--- src/soc_pkg.sv ---
package soc_pkg;

    // bus widths
    typedef logic [31:0] addr_t;
    typedef logic [63:0] data_t;
    // one ram word or one plic register
    typedef logic [31:0] word_t;
    // source priority or context threshold
    typedef logic [2:0]  prio_t;
    // claim id, 0 means no source
    typedef logic [4:0]  irq_id_t;

    // load/store kinds, stores only use the first four
    typedef enum logic [2:0] {
        LS_B  = 3'd0,
        LS_H  = 3'd1,
        LS_W  = 3'd2,
        LS_D  = 3'd3,
        LS_BU = 3'd4,
        LS_HU = 3'd5,
        LS_WU = 3'd6
    } ls_type_t;

    // address map
    localparam addr_t RAM_BASE  = 32'h0000_1000;
    localparam addr_t PLIC_BASE = 32'h0C00_0000;
    localparam addr_t PLIC_SPAN = 32'h0040_0000;

    // plic register offsets inside its window
    localparam addr_t PLIC_PENDING_OFS       = 32'h0000_1000;
    localparam addr_t PLIC_ENABLE_OFS        = 32'h0000_2000;
    localparam addr_t PLIC_CTX_ENABLE_STRIDE = 32'h0000_0080;
    localparam addr_t PLIC_THRESHOLD_OFS     = 32'h0020_0000;
    localparam addr_t PLIC_CLAIM_OFS         = 32'h0020_0004;
    localparam addr_t PLIC_CTX_STRIDE        = 32'h0000_1000;

    // context 0 machine, context 1 supervisor
    localparam int NUM_CONTEXTS = 2;

endpackage
--- src/bus_front.sv ---
`timescale 1ns/1ps

module bus_front import soc_pkg::*; #(
    parameter int RAM_WORDS = 1024
) (
    input  logic  CLOCK_50,
    input  logic  KEY0,
    input  addr_t bus_addr,
    input  logic  bus_rd_en,
    input  logic  bus_wr_en,
    input  logic  ram_ack,
    input  data_t ram_rdata,
    input  logic  plic_ack,
    input  data_t plic_rdata,
    output data_t bus_rdata,
    output logic  bus_rd_done,
    output logic  bus_wr_done,
    output logic  ram_sel,
    output logic  plic_sel,
    output logic  acc_rd,
    output logic  acc_wr
);

    typedef enum logic [1:0] {ST_IDLE, ST_ACCESS, ST_WAIT_ACK, ST_FINISH} state_t;

    localparam addr_t RAM_END  = RAM_BASE + addr_t'(4 * RAM_WORDS);
    localparam addr_t PLIC_END = PLIC_BASE + PLIC_SPAN;

    state_t state;
    logic   op_rd;
    logic   ram_hit;
    logic   plic_hit;
    logic   slv_ack;
    data_t  slv_rdata;

    // window compares on the live address
    assign ram_hit  = (bus_addr >= RAM_BASE) && (bus_addr < RAM_END);
    assign plic_hit = (bus_addr >= PLIC_BASE) && (bus_addr < PLIC_END);

    // only the selected slave counts
    assign slv_ack   = (ram_sel && ram_ack) || (plic_sel && plic_ack);
    assign slv_rdata = ({64{ram_sel}} & ram_rdata) | ({64{plic_sel}} & plic_rdata);

    always_ff @(posedge CLOCK_50 or negedge KEY0) begin
        if (!KEY0) begin
            state       <= ST_IDLE;
            op_rd       <= 1'b0;
            ram_sel     <= 1'b0;
            plic_sel    <= 1'b0;
            acc_rd      <= 1'b0;
            acc_wr      <= 1'b0;
            bus_rd_done <= 1'b1;
            bus_wr_done <= 1'b1;
            bus_rdata   <= '0;
        end else begin
            // strobes last one cycle
            acc_rd <= 1'b0;
            acc_wr <= 1'b0;
            case (state)
                ST_IDLE: begin
                    if (bus_rd_en || bus_wr_en) begin
                        op_rd       <= bus_rd_en;
                        ram_sel     <= ram_hit;
                        plic_sel    <= plic_hit;
                        acc_rd      <= bus_rd_en;
                        acc_wr      <= !bus_rd_en;
                        bus_rd_done <= !bus_rd_en;
                        bus_wr_done <= bus_rd_en;
                        state       <= ST_ACCESS;
                    end
                end
                // nobody selected, answer locally
                ST_ACCESS: state <= (ram_sel || plic_sel) ? ST_WAIT_ACK : ST_FINISH;
                ST_WAIT_ACK: begin
                    if (slv_ack) begin
                        if (op_rd) bus_rdata <= slv_rdata;
                        bus_rd_done <= 1'b1;
                        bus_wr_done <= 1'b1;
                        state       <= ST_IDLE;
                    end
                end
                default: begin
                    // unmapped reads return zero
                    if (op_rd) bus_rdata <= '0;
                    bus_rd_done <= 1'b1;
                    bus_wr_done <= 1'b1;
                    state       <= ST_IDLE;
                end
            endcase
        end
    end

endmodule

--- config.mk ---
export PLATFORM = sky130hd
export DESIGN_NAME = bus_front
export DESIGN_NICKNAME = d
export VERILOG_FILES = /design/src/soc_pkg.sv /design/src/bus_front.sv
export SDC_FILE = /design/constraint.sdc
export NUM_CORES = 1
export LEC_CHECK = 0
export ABC_AREA = 0
export BUFFER_PORTS_ARGS = -buffer_cell sky130_fd_sc_hd__buf_2
export CAP_MARGIN = 20
export CORE_MARGIN = 5
export CORE_UTILIZATION = 47
export CTS_CLUSTER_SIZE = 40
export DETAILED_ROUTE_END_ITERATION = 10
export PLACE_DENSITY_LB_ADDON = 0.08
export REMOVE_ABC_BUFFERS = 1
export SYNTH_ARGS = -nofsm -noshare
export SYNTH_HDL_FRONTEND = slang
export SYNTH_SLANG_ARGS = --single-unit
--- constraint.sdc ---
create_clock -name CLOCK_50 -period 3.52 [get_ports CLOCK_50]
set_input_delay 0.352 -clock CLOCK_50 [delete_from_list [all_inputs] [get_ports CLOCK_50]]
set_output_delay 0.352 -clock CLOCK_50 [all_outputs]
set_load 0.01 [all_outputs]
==> flow_summary.rst <==
.. list-table::
   :header-rows: 1

   * - Metric
     - Value
   * - Remaining antenna violation count
     - 0
   * - Achievable clock frequency
     - 469 MHz
   * - Horizontal die dimension
     - ~100 um
   * - Remaining DRCs
     - 0
   * - Vias after detailed routing
     - between 3,000 and 4,000
   * - Final cycle utilization of the critical path
     - 60.5%
   * - Outcome
     - finished, final reports clean
   * - Sequential area share after synthesis
     - 47.5%
   * - Worst Path Class, Setup
     - reg2reg
   * - Part of the total power dissipated in the clock network
     - 31.3%
   * - Detailed-routing iteration count for the pre-antenna-repair pass
     - 5
   * - Worst Path Required
     - between 3000 and 4000 ps
   * - Maximum fanout count along the critical path
     - 50
   * - Combinational share of power
     - around a quarter
   * - Nature of the critical path startpoint
     - flop
   * - Initial antenna violation count
     - 0
   * - Fin. Hold Viols
     - 0
   * - Core region area
     - 0.00809 sq mm
   * - Switching power summed over all nets
     - 0.000656 W
   * - Via/cell ratio
     - 5.09
   * - Average wire per cell in the routed design
     - 15.9 um
   * - Capturing element type of the critical path
     - flop
   * - First-pass GRT wire length
     - 15.9 mm
   * - GR Overflow Total
     - 0
   * - Clock transition at the register clock pins on the worst setup and hold paths after CTS
     - 80 ps
   * - Total design power
     - 0.00212 W
   * - Total wire length
     - between 10 and 15 mm
   * - Internal power component
     - roughly 0.0015 W
   * - Relative area change from synthesis to final layout
     - 35.1%
   * - Clock latency of the later-clocked register in the worst-skew pair
     - 330 ps
   * - Top-level I/O count
     - roughly 240
   * - Port Buf Inserts
     - 223
   * - Number of max-capacitance violations reported
     - 0
   * - Pre-CTS setup slack
     - 1380 ps
   * - Cell count after synthesis
     - 323
   * - Layout Cells excl Fill
     - around 640
   * - Number of buffers inserted by hold repair at cts
     - 0
   * - Largest net degree at the start of global routing
     - 74
   * - Max-slew violation count
     - 0
   * - Number of cells in the design after placement
     - 627
   * - Actual slew at the worst max-slew pin
     - 1010 ps
   * - Post-CTS resize count
     - 0
   * - Total met2 wirelength after detailed routing
     - 5.08 mm
   * - Yosys warning count
     - 0
   * - Fin crit period
     - roughly 2100 ps
   * - Clk Tree Root Cell
     - clkbuf_8
   * - Standby leakage power
     - 2.70 nW
   * - Power density of the placed cells
     - 407 mW/mm^2
   * - Total clock buffers created by CTS
     - 9
   * - Die height
     - 101 um
   * - Unrepaired setup endpoints after global routing
     - no
   * - Routed length on met1
     - 4.20 mm
   * - Worst min path class
     - in2async
   * - Number of clock sinks
     - 73
   * - Worst slew slack as a fraction of its limit
     - 32.5%
   * - Share of layout cells above drive strength 1
     - about three fifths
   * - TritonCTS clock tree
     - done
   * - All-layer global routing usage
     - slightly below 20%
   * - Number of global-route vias before repair
     - approximately 3,300
   * - Effective utilization at floorplan
     - 47.6%
   * - Number of levels the H-tree was split into
     - 3
   * - Sum of net half-perimeters after detailed placement
     - 7.32 mm
   * - Post-CTS Setup Inserts
     - 0
   * - Number of antenna cells inserted
     - 0
   * - Crit path arrival time
     - 2350 ps
   * - Uppermost layer routed
     - met4
   * - Routability congestion estimate from global placement
     - approximately 0.77
   * - Filler Cell Count
     - between 600 and 700
   * - Syn Std Cell Area
     - 0.00385 sq mm
   * - Met3 WL post-DR
     - approximately 880 um
   * - Violation count after the first detailed-route iteration
     - between 80 and 90
   * - Share of total power in sequential cells
     - a little over two fifths
   * - Area used by sequential logic in the layout
     - roughly 0.0018 sq mm
   * - Die Area
     - about 0.010 sq mm
   * - Floorplan row count
     - 33
   * - Area of the multi-input gates
     - around 0.0019 sq mm
   * - Peak supply drop
     - 297 uV
   * - Final setup vio count
     - 0
   * - Number of buffers on the longest clock path
     - 2
   * - #FFs+latches synth
     - 73
   * - Library cells used by synthesis
     - 30
   * - Worst Setup Slack, final
     - 1390 ps
   * - Avg Inst Size Synth
     - around 12 sq um
   * - Switching part of the total power
     - 31.0%
   * - Worst clock skew
     - roughly 12 ps
   * - Number of nets at the end of the flow
     - 699
[cell type report]
type	instances	share of cell area [%]
Multi-Input combinational cell	220	35.8
Sequential cell	73	35.2
Timing Repair Buffer	227	22.3
Clock buffer	12	2.98
Tap cell	105	2.53
Clock inverter	4	0.986
Inverter	2	0.144
[through the flow]
step | setup TNS [ps] | hold slack, ps | utilization [%] | area, sq um
after floorplan | -43030 | 56.4 | - | 3690
after global placement | 0 | 450 | 61.7 | 4990
after detailed placement | 0 | 457 | 61.7 | 4990
after CTS | 0 | 188 | 64.3 | 5200
after global routing | 0 | 229 | 64.3 | 5200
final | 0 | 141 | 64.3 | 5200
[flip-flops by register name, summed over array words and instances, names as in the netlist]
signal / count
acc_rd: 1
acc_wr: 1
bus_rd_done: 1
bus_rdata: 64
bus_wr_done: 1
op_rd: 1
plic_sel: 1
ram_sel: 1
state: 2
[logic make-up after synthesis]
| logic type | share of synthesized area, % |
|---|---|
| buffers and inverters | 4.39 |
| AO/OA/AOI/OAI | 14.8 |
| AND/OR/NAND/NOR | 8.74 |
| multiplexers | 24.6 |
| flip-flops | 47.5 |
[cell usage after synthesis, drive strengths merged]
library cell,instances,share of area [%]
dfrtp,71,46
nor2,65,6.3
a22oi,64,12
mux2,64,25
clkbuf,16,1.6
buf,12,2.6
nor4,4,0.65
nand2b,3,0.49
a21oi,2,0.26
dfstp,2,1.4
inv,2,0.20
nand2,2,0.20
nor4b,2,0.45
o2bb2ai,2,0.45
a21o,1,0.20
a22o,1,0.23
and2,1,0.16
nand3,1,0.13
nor2b,1,0.16
o2111ai,1,0.23
o211a,1,0.26
o21ai,1,0.13
o22a,1,0.23
o22ai,1,0.16
o31ai,1,0.20
or2,1,0.16
[worst max-delay path, cell delays in order (launching register included)]
cell and delay, ps:
dfrtp_1 450, nand2b_2 820, buf_4 370, nor2_1 80, mux2_4 260
[layout by cell type, fill, tap and decap left out, types with 4 or more instances in the layout]
| cell | instances |
|---|---|
| buf_2 | 222 |
| dfrtp_1 | 69 |
| nor2_1 | 65 |
| a22oi_1 | 64 |
| mux2_4 | 60 |
| clkbuf_8 | 11 |
| nor4_1 | 4 |
| mux2_2 | 4 |
| buf_4 | 4 |
[routing by layer]
layer | up-vias | global-route usage, %
met1 | 1551 | 25.2
met4 | 0 | 5.60
met5 | - | 0
li1 | 1593 | -
met2 | 121 | 33.2
met3 | 6 | 4.43
[worst paths after layout]
kind                                         start                        end  slack (ps)  depth (start not counted)
max                           state[0]$_DFFE_PN0P_  bus_rdata[35]$_DFFE_PN0P_        1390                          4
min                                           KEY0  bus_rdata[39]$_DFFE_PN0P_         140                          1
max reg2reg                   state[0]$_DFFE_PN0P_  bus_rdata[35]$_DFFE_PN0P_        1390                          4
min reg2reg                bus_wr_done$_DFFE_PN1P_    bus_wr_done$_DFFE_PN1P_         470                          2
max in group asynchronous                     KEY0       plic_sel$_DFFE_PN0P_        2690                          1
min in group CLOCK_50                    bus_rd_en           acc_wr$_DFF_PN0_         250                          2
[power by group through the flow]
stage / clock, W / sequential (W) / combinational [W]
global placement: 0 / 0.000932 / 0.000545
detailed placement: 0 / 0.000932 / 0.000548
global route: 0.000730 / 0.000922 / 0.000584
finish: 0.000662 / 0.000917 / 0.000539
floorplan: 0 / 0.000933 / 0.000340
CTS: 0.000692 / 0.000916 / 0.000550
No activity file was read; power rests on OpenSTA's default activity.
