[src/soc_pkg.sv]
package soc_pkg;

    // bus widths
    typedef logic [31:0] addr_t;
    typedef logic [63:0] data_t;
    // one ram word or one plic register
    typedef logic [31:0] word_t;
    // source priority or context threshold
    typedef logic [2:0]  prio_t;
    // claim id, 0 means no source
    typedef logic [4:0]  irq_id_t;

    // load/store kinds, stores only use the first four
    typedef enum logic [2:0] {
        LS_B  = 3'd0,
        LS_H  = 3'd1,
        LS_W  = 3'd2,
        LS_D  = 3'd3,
        LS_BU = 3'd4,
        LS_HU = 3'd5,
        LS_WU = 3'd6
    } ls_type_t;

    // address map
    localparam addr_t RAM_BASE  = 32'h0000_1000;
    localparam addr_t PLIC_BASE = 32'h0C00_0000;
    localparam addr_t PLIC_SPAN = 32'h0040_0000;

    // plic register offsets inside its window
    localparam addr_t PLIC_PENDING_OFS       = 32'h0000_1000;
    localparam addr_t PLIC_ENABLE_OFS        = 32'h0000_2000;
    localparam addr_t PLIC_CTX_ENABLE_STRIDE = 32'h0000_0080;
    localparam addr_t PLIC_THRESHOLD_OFS     = 32'h0020_0000;
    localparam addr_t PLIC_CLAIM_OFS         = 32'h0020_0004;
    localparam addr_t PLIC_CTX_STRIDE        = 32'h0000_1000;

    // context 0 machine, context 1 supervisor
    localparam int NUM_CONTEXTS = 2;

endpackage
[src/plic_core.sv]
`timescale 1ns/1ps

module plic_core import soc_pkg::*; #(
    parameter int NUM_SOURCES = 5
) (
    input  logic                   CLOCK_50,
    input  logic                   KEY0,
    input  logic                   plic_sel,
    input  logic                   acc_rd,
    input  logic                   acc_wr,
    input  addr_t                  bus_addr,
    input  data_t                  bus_wdata,
    input  logic [NUM_SOURCES-1:0] irq_src,
    output logic                   plic_ack,
    output data_t                  plic_rdata,
    output logic                   meip,
    output logic                   seip
);

    // source ids run 1..NUM_SOURCES, irq_src[0] is id 1
    logic [NUM_SOURCES-1:0] src_q;
    logic [NUM_SOURCES-1:0] src_rise;
    logic [NUM_SOURCES:1]   pending;
    logic [NUM_SOURCES:1]   claim_clr;
    prio_t                  prio [1:NUM_SOURCES];
    logic [NUM_SOURCES:1]   enable [NUM_CONTEXTS];
    prio_t                  threshold [NUM_CONTEXTS];
    irq_id_t                win_id [NUM_CONTEXTS];
    prio_t                  run_max;
    addr_t                  ofs;
    logic                   hit_pending;
    logic [NUM_SOURCES:1]   hit_prio;
    logic [NUM_CONTEXTS-1:0] hit_enable;
    logic [NUM_CONTEXTS-1:0] hit_thresh;
    logic [NUM_CONTEXTS-1:0] hit_claim;
    word_t                  rd_val;

    assign ofs      = bus_addr - PLIC_BASE;
    // gateway, one cycle rising-edge pulse per source
    assign src_rise = irq_src & ~src_q;

    // register decode inside the window
    always_comb begin
        hit_pending = (ofs == PLIC_PENDING_OFS);
        for (int s = 1; s <= NUM_SOURCES; s++) begin
            hit_prio[s] = (ofs == addr_t'(4 * s));
        end
        for (int c = 0; c < NUM_CONTEXTS; c++) begin
            hit_enable[c] = (ofs == PLIC_ENABLE_OFS + addr_t'(c) * PLIC_CTX_ENABLE_STRIDE);
            hit_thresh[c] = (ofs == PLIC_THRESHOLD_OFS + addr_t'(c) * PLIC_CTX_STRIDE);
            hit_claim[c]  = (ofs == PLIC_CLAIM_OFS + addr_t'(c) * PLIC_CTX_STRIDE);
        end
    end

    // per context, strictly above running max so ties keep the lower id
    always_comb begin
        run_max = '0;
        for (int c = 0; c < NUM_CONTEXTS; c++) begin
            run_max   = threshold[c];
            win_id[c] = '0;
            for (int s = 1; s <= NUM_SOURCES; s++) begin
                if (pending[s] && enable[c][s] && prio[s] > run_max) begin
                    run_max   = prio[s];
                    win_id[c] = irq_id_t'(s);
                end
            end
        end
    end

    // claim read drops the winner's pending bit
    always_comb begin
        claim_clr = '0;
        for (int c = 0; c < NUM_CONTEXTS; c++) begin
            for (int s = 1; s <= NUM_SOURCES; s++) begin
                if (plic_sel && acc_rd && hit_claim[c] && win_id[c] == irq_id_t'(s)) begin
                    claim_clr[s] = 1'b1;
                end
            end
        end
    end

    // readback mux, bit 0 of pending and enable reads as zero
    always_comb begin
        rd_val = '0;
        if (hit_pending) begin
            rd_val = word_t'({pending, 1'b0});
        end
        for (int s = 1; s <= NUM_SOURCES; s++) begin
            if (hit_prio[s]) rd_val = word_t'(prio[s]);
        end
        for (int c = 0; c < NUM_CONTEXTS; c++) begin
            if (hit_enable[c]) rd_val = word_t'({enable[c], 1'b0});
            if (hit_thresh[c]) rd_val = word_t'(threshold[c]);
            if (hit_claim[c])  rd_val = word_t'(win_id[c]);
        end
    end

    always_ff @(posedge CLOCK_50) begin
        if (plic_sel && acc_rd) begin
            plic_rdata <= {32'd0, rd_val};
        end
    end

    always_ff @(posedge CLOCK_50 or negedge KEY0) begin
        if (!KEY0) begin
            src_q    <= '0;
            pending  <= '0;
            plic_ack <= 1'b0;
            meip     <= 1'b0;
            seip     <= 1'b0;
            for (int s = 1; s <= NUM_SOURCES; s++) begin
                prio[s] <= '0;
            end
            for (int c = 0; c < NUM_CONTEXTS; c++) begin
                enable[c]    <= '0;
                threshold[c] <= '0;
            end
        end else begin
            src_q    <= irq_src;
            // a new edge wins over a claim in the same cycle
            pending  <= (pending & ~claim_clr) | src_rise;
            plic_ack <= plic_sel && (acc_rd || acc_wr);
            meip     <= (win_id[0] != '0);
            seip     <= (win_id[1] != '0);
            // pending and claim are read only
            if (plic_sel && acc_wr) begin
                for (int s = 1; s <= NUM_SOURCES; s++) begin
                    if (hit_prio[s]) prio[s] <= bus_wdata[2:0];
                end
                for (int c = 0; c < NUM_CONTEXTS; c++) begin
                    if (hit_enable[c]) enable[c] <= bus_wdata[NUM_SOURCES:1];
                    if (hit_thresh[c]) threshold[c] <= bus_wdata[2:0];
                end
            end
        end
    end

endmodule

[config.mk]
export PLATFORM = sky130hd
export DESIGN_NAME = plic_core
export DESIGN_NICKNAME = d
export VERILOG_FILES = /design/src/soc_pkg.sv /design/src/plic_core.sv
export SDC_FILE = /design/constraint.sdc
export NUM_CORES = 1
export LEC_CHECK = 0
export BUFFER_PORTS_ARGS = -buffer_cell sky130_fd_sc_hd__buf_2
export CAP_MARGIN = 10
export CORE_AREA = 4 4 84 125
export DETAILED_ROUTE_END_ITERATION = 16
export DIE_AREA = 0 0 88 129
export PLACE_DENSITY_LB_ADDON = 0.05
export SLEW_MARGIN = 20
export SYNTH_ARGS = -nofsm -noshare
export SYNTH_HDL_FRONTEND = slang
export SYNTH_SLANG_ARGS = --single-unit
[constraint.sdc]
create_clock -name CLOCK_50 -period 7.52 [get_ports CLOCK_50]
set_clock_uncertainty 0.05 [all_clocks]
set_input_delay 0.376 -clock CLOCK_50 [delete_from_list [all_inputs] [get_ports CLOCK_50]]
set_output_delay 0.376 -clock CLOCK_50 [all_outputs]
set_load 0.05 [all_outputs]
==> flow_summary.toml <==
[logic_synthesis]
async_flop_share_pct = 88.0
synthCells = 452
synthSimpleGateAreaFrac_pct = 18.8
yosys_register_bits = 50
syn_avg_cell_area_um2 = 8.94
synth_top_family_by_area = "simple AND/OR/NAND/NOR gates"
yosys_warnings = 0
synth.area.mux_share_pct = 11.5
synth_edf_count = 6
netlist-cell-type-count = 61
synth_xor_area_share_pct = 0
syn_area_um2 = 4040
synthAdderAreaFrac_pct = 7.06
synth_compound_area_share_pct = 16.9
ys.flop_type = "dfrtp_1"
ys_seq_area_share_pct = 31.7

[global_routing]
grt.overflow.total = 0
grt_max_degree = 45
grt_pass1_vias = 3350
grt_use_total_pct = 20.5
antenna_found_initial = 0
grt_pass1_wl_um = 17500

[final_layout]
layout_commonest_cell = "conb_1"
nFillCells = 898
nNetsFinal = 676
multi_input_area_um2 = 2610
antenna-diode-count = 0
seq_area_um2 = 1280
mostFrequentLayoutCells = "conb_1, buf_2, dfrtp_1, buf_4, nand2_1"
drive_gt1_share_pct = 33.0
area.growth.synth_to_final_pct = 21.2
post-route-util_pct = 52.6

[cts]
insertion_delay_ps = 290
cts_buffers = 5
tritoncts = "done"
holdBufCountCts = 0
clk_pin_slew_worst_paths_ps = 70
h-tree-depth = 2
clock_sinks = 50
cts_root_buffer = "clkbuf_16"
clk_path_buf_depth = 2

[sta]
fmax_mhz = 137
slew_violations = 0
worstMarginPinSlew_ps = 759
hold_slack_ps = 30.5
fin_crit_ps = 7270
setup_viol = 0
finalCritPeriodShare_pct = 96.7
hold_viol_final = 0
relSlewSlack_pct = 48.9
rsz0062_at_grt = "yes"

[drt]
wl_um = 12100
first_iter_violations = 217
drc = 0
ant_nets = 0
via_per_inst = 5.56
vias = 3675
wl_per_cell_um = 18.3
dr.pass1.iters = 9

[setup_path]
ff2ff_setup_slack_ps = 250
reg2reg_depth = 35
path_max_fanout = 3
end_kind = "flop"
max_stage_delay_ps = 470
r2r-start = "prio[13]$_DFFE_PN0P_"
critPathKind = "reg -> reg"
worstSetupStartpoint = "prio[13]$_DFFE_PN0P_"
crit_path_start_kind = "flop"
arrival_ps = 7390
worstPathRequired_ps = 7640
critPathSlowestCell = "or4b_4"
timing.rr.end = "pending[1]$_DFF_PN0_"
endpoint = "pending[1]$_DFF_PN0_"

[floorplan]
num_rows = 43
die_x_um = 88
die_height_um = 129
core_area_um2 = 9310
ios = 173
start_util_pct = 43.4
dieArea_um2 = 11400

[power]
leakage_uw = 0.00222
report.power.total_uw = 636
vdd_drop_max_v = 0.000123
power_density_nw_per_um2 = 130

[placed_design]
io_buffers = 56
gp_congestion = 0.918
hpwlAfterDp_um = 9680

[job]
drv_cap = 0

[outcome]
status = "completed"

[hold_path]
hold_class = "in -> async"
==> kinds of logic (layout without fill, tap and decap cells) <==
family                     count (synthesis)  in the layout
AOI/OAI and AO/OA                         99             99
adders and majority gates                 23             23
buffers and inverters                     92            132
DFF                                       50             50
muxes                                     41             41
other                                      1             58
and+or+nand+nor                          146            146
==> sequential cells by signal (all words and copies together) (netlist names) <==
name,flops
prio,15
enable,10
plic_rdata,6
threshold,6
pending,5
src_q,5
meip,1
plic_ack,1
seip,1
==> how the worst min path moves through the flow <==
stage / startpoint / end / slack [ps] / cells after the start
after floorplan: KEY0 / enable[0]$_DFFE_PN0P_ / 30 / 0
after global placement: src_q[3]$_DFF_PN0_ / pending[4]$_DFF_PN0_ / 360 / 1
after detailed placement: src_q[3]$_DFF_PN0_ / pending[4]$_DFF_PN0_ / 370 / 1
after CTS: irq_src[0] / src_q[0]$_DFF_PN0_ / 140 / 1
after global routing: KEY0 / pending[3]$_DFF_PN0_ / 80 / 1
final: KEY0 / src_q[3]$_DFF_PN0_ / 30 / 1
==> timing repair <==
action,4_1_cts,5_1_grt
endpoints found under the setup margin,5,8
gates cloned,0,0
pin swaps,0,21
gates resized for setup,3,36
buffers inserted,0,14
==> cells in the mapped netlist, types with 2 or more instances <==
| master | number | area, µm² |
|---|---|---|
| or3b_2 | 2 | 17.5 |
| and3_1 | 3 | 18.8 |
| or4_1 | 5 | 37.5 |
| ha_1 | 22 | 275 |
| nor2_1 | 30 | 113 |
| o21ai_0 | 24 | 120 |
| o32ai_1 | 2 | 17.5 |
| a32o_1 | 3 | 30.0 |
| nand3_1 | 20 | 100 |
| nand2_1 | 37 | 139 |
| edfxtp_1 | 6 | 180 |
| a21oi_1 | 17 | 85.1 |
| buf_4 | 58 | 435 |
| o21a_1 | 4 | 30.0 |
| nor4_2 | 2 | 25.0 |
| or4b_1 | 2 | 20.0 |
| o22ai_1 | 5 | 31.3 |
| a311oi_1 | 2 | 17.5 |
| inv_1 | 27 | 101 |
| nor2b_1 | 7 | 43.8 |
| mux2_4 | 3 | 45.0 |
| o2111ai_1 | 3 | 26.3 |
| nand2b_1 | 2 | 12.5 |
| nor4_1 | 9 | 56.3 |
| nor3_1 | 9 | 45.0 |
| clkbuf_1 | 6 | 22.5 |
| mux2i_1 | 6 | 60.1 |
| a22oi_1 | 2 | 15.0 |
| a21o_1 | 3 | 22.5 |
| o31ai_1 | 2 | 15.0 |
| mux2_2 | 32 | 360 |
| a222oi_1 | 5 | 50.1 |
| dfrtp_1 | 44 | 1100 |
| or2_2 | 3 | 18.8 |
| o211ai_1 | 4 | 30.0 |
| nor4b_1 | 3 | 26.3 |
| and2_1 | 4 | 25.0 |
| nand4_1 | 3 | 18.8 |
| a211oi_1 | 3 | 22.5 |
| a31oi_1 | 7 | 43.8 |
==> critical path, delay by kind of cell (launching register included) <==
family                   cells  cell delay [ps]
AO/OA/AOI/OAI               14             2540
adder cells (fa/ha/maj)      5             1280
buffers and inverters        1              150
flip-flops                   1              420
multiplexers                 2              620
AND/OR/NAND/NOR             13             2090
==> power breakdown <==
group          total, µW  leakage [µW]  internal, µW  switching [µW]
Sequential           276      0.000595           276           0.630
Clock                256     0.0000842           157            98.7
Combinational        104       0.00154          13.3            90.4
Total                636       0.00222           447             190
==> layer usage <==
metal	vias up	GRT usage (%)	wire length [µm]	part of all wire [%]
li1	1744	-	-	-
met2	141	35.8	6440	53
met3	22	2.43	602	5.0
met1	1768	24.7	4650	38
met4	0	9.12	413	3.4
met5	-	0	0	0
==> cell type report <==
type / count / area share [%]
Clock buffer: 5 / 2.55
Clock inverter: 3 / 0.894
Inverter: 27 / 2.07
Multi-Input combinational cell: 367 / 53.2
Sequential cell: 50 / 26.2
Tap cell: 112 / 2.86
Timing Repair Buffer: 97 / 12.2
==> metrics by stage <==
stage	worst slack [ps]	cell area, µm²	TNS [ps]	instances
2_1_floorplan	82.1	4260	0	509
3_3_place_gp	6.22	4420	0	639
3_5_place_dp	-29.5	4420	-49.2	639
4_1_cts	21.8	4600	0	647
5_1_grt	-146	4900	-666	661
6_report	246	4900	0	661
Note: power is estimated with default switching activity, not from simulation.
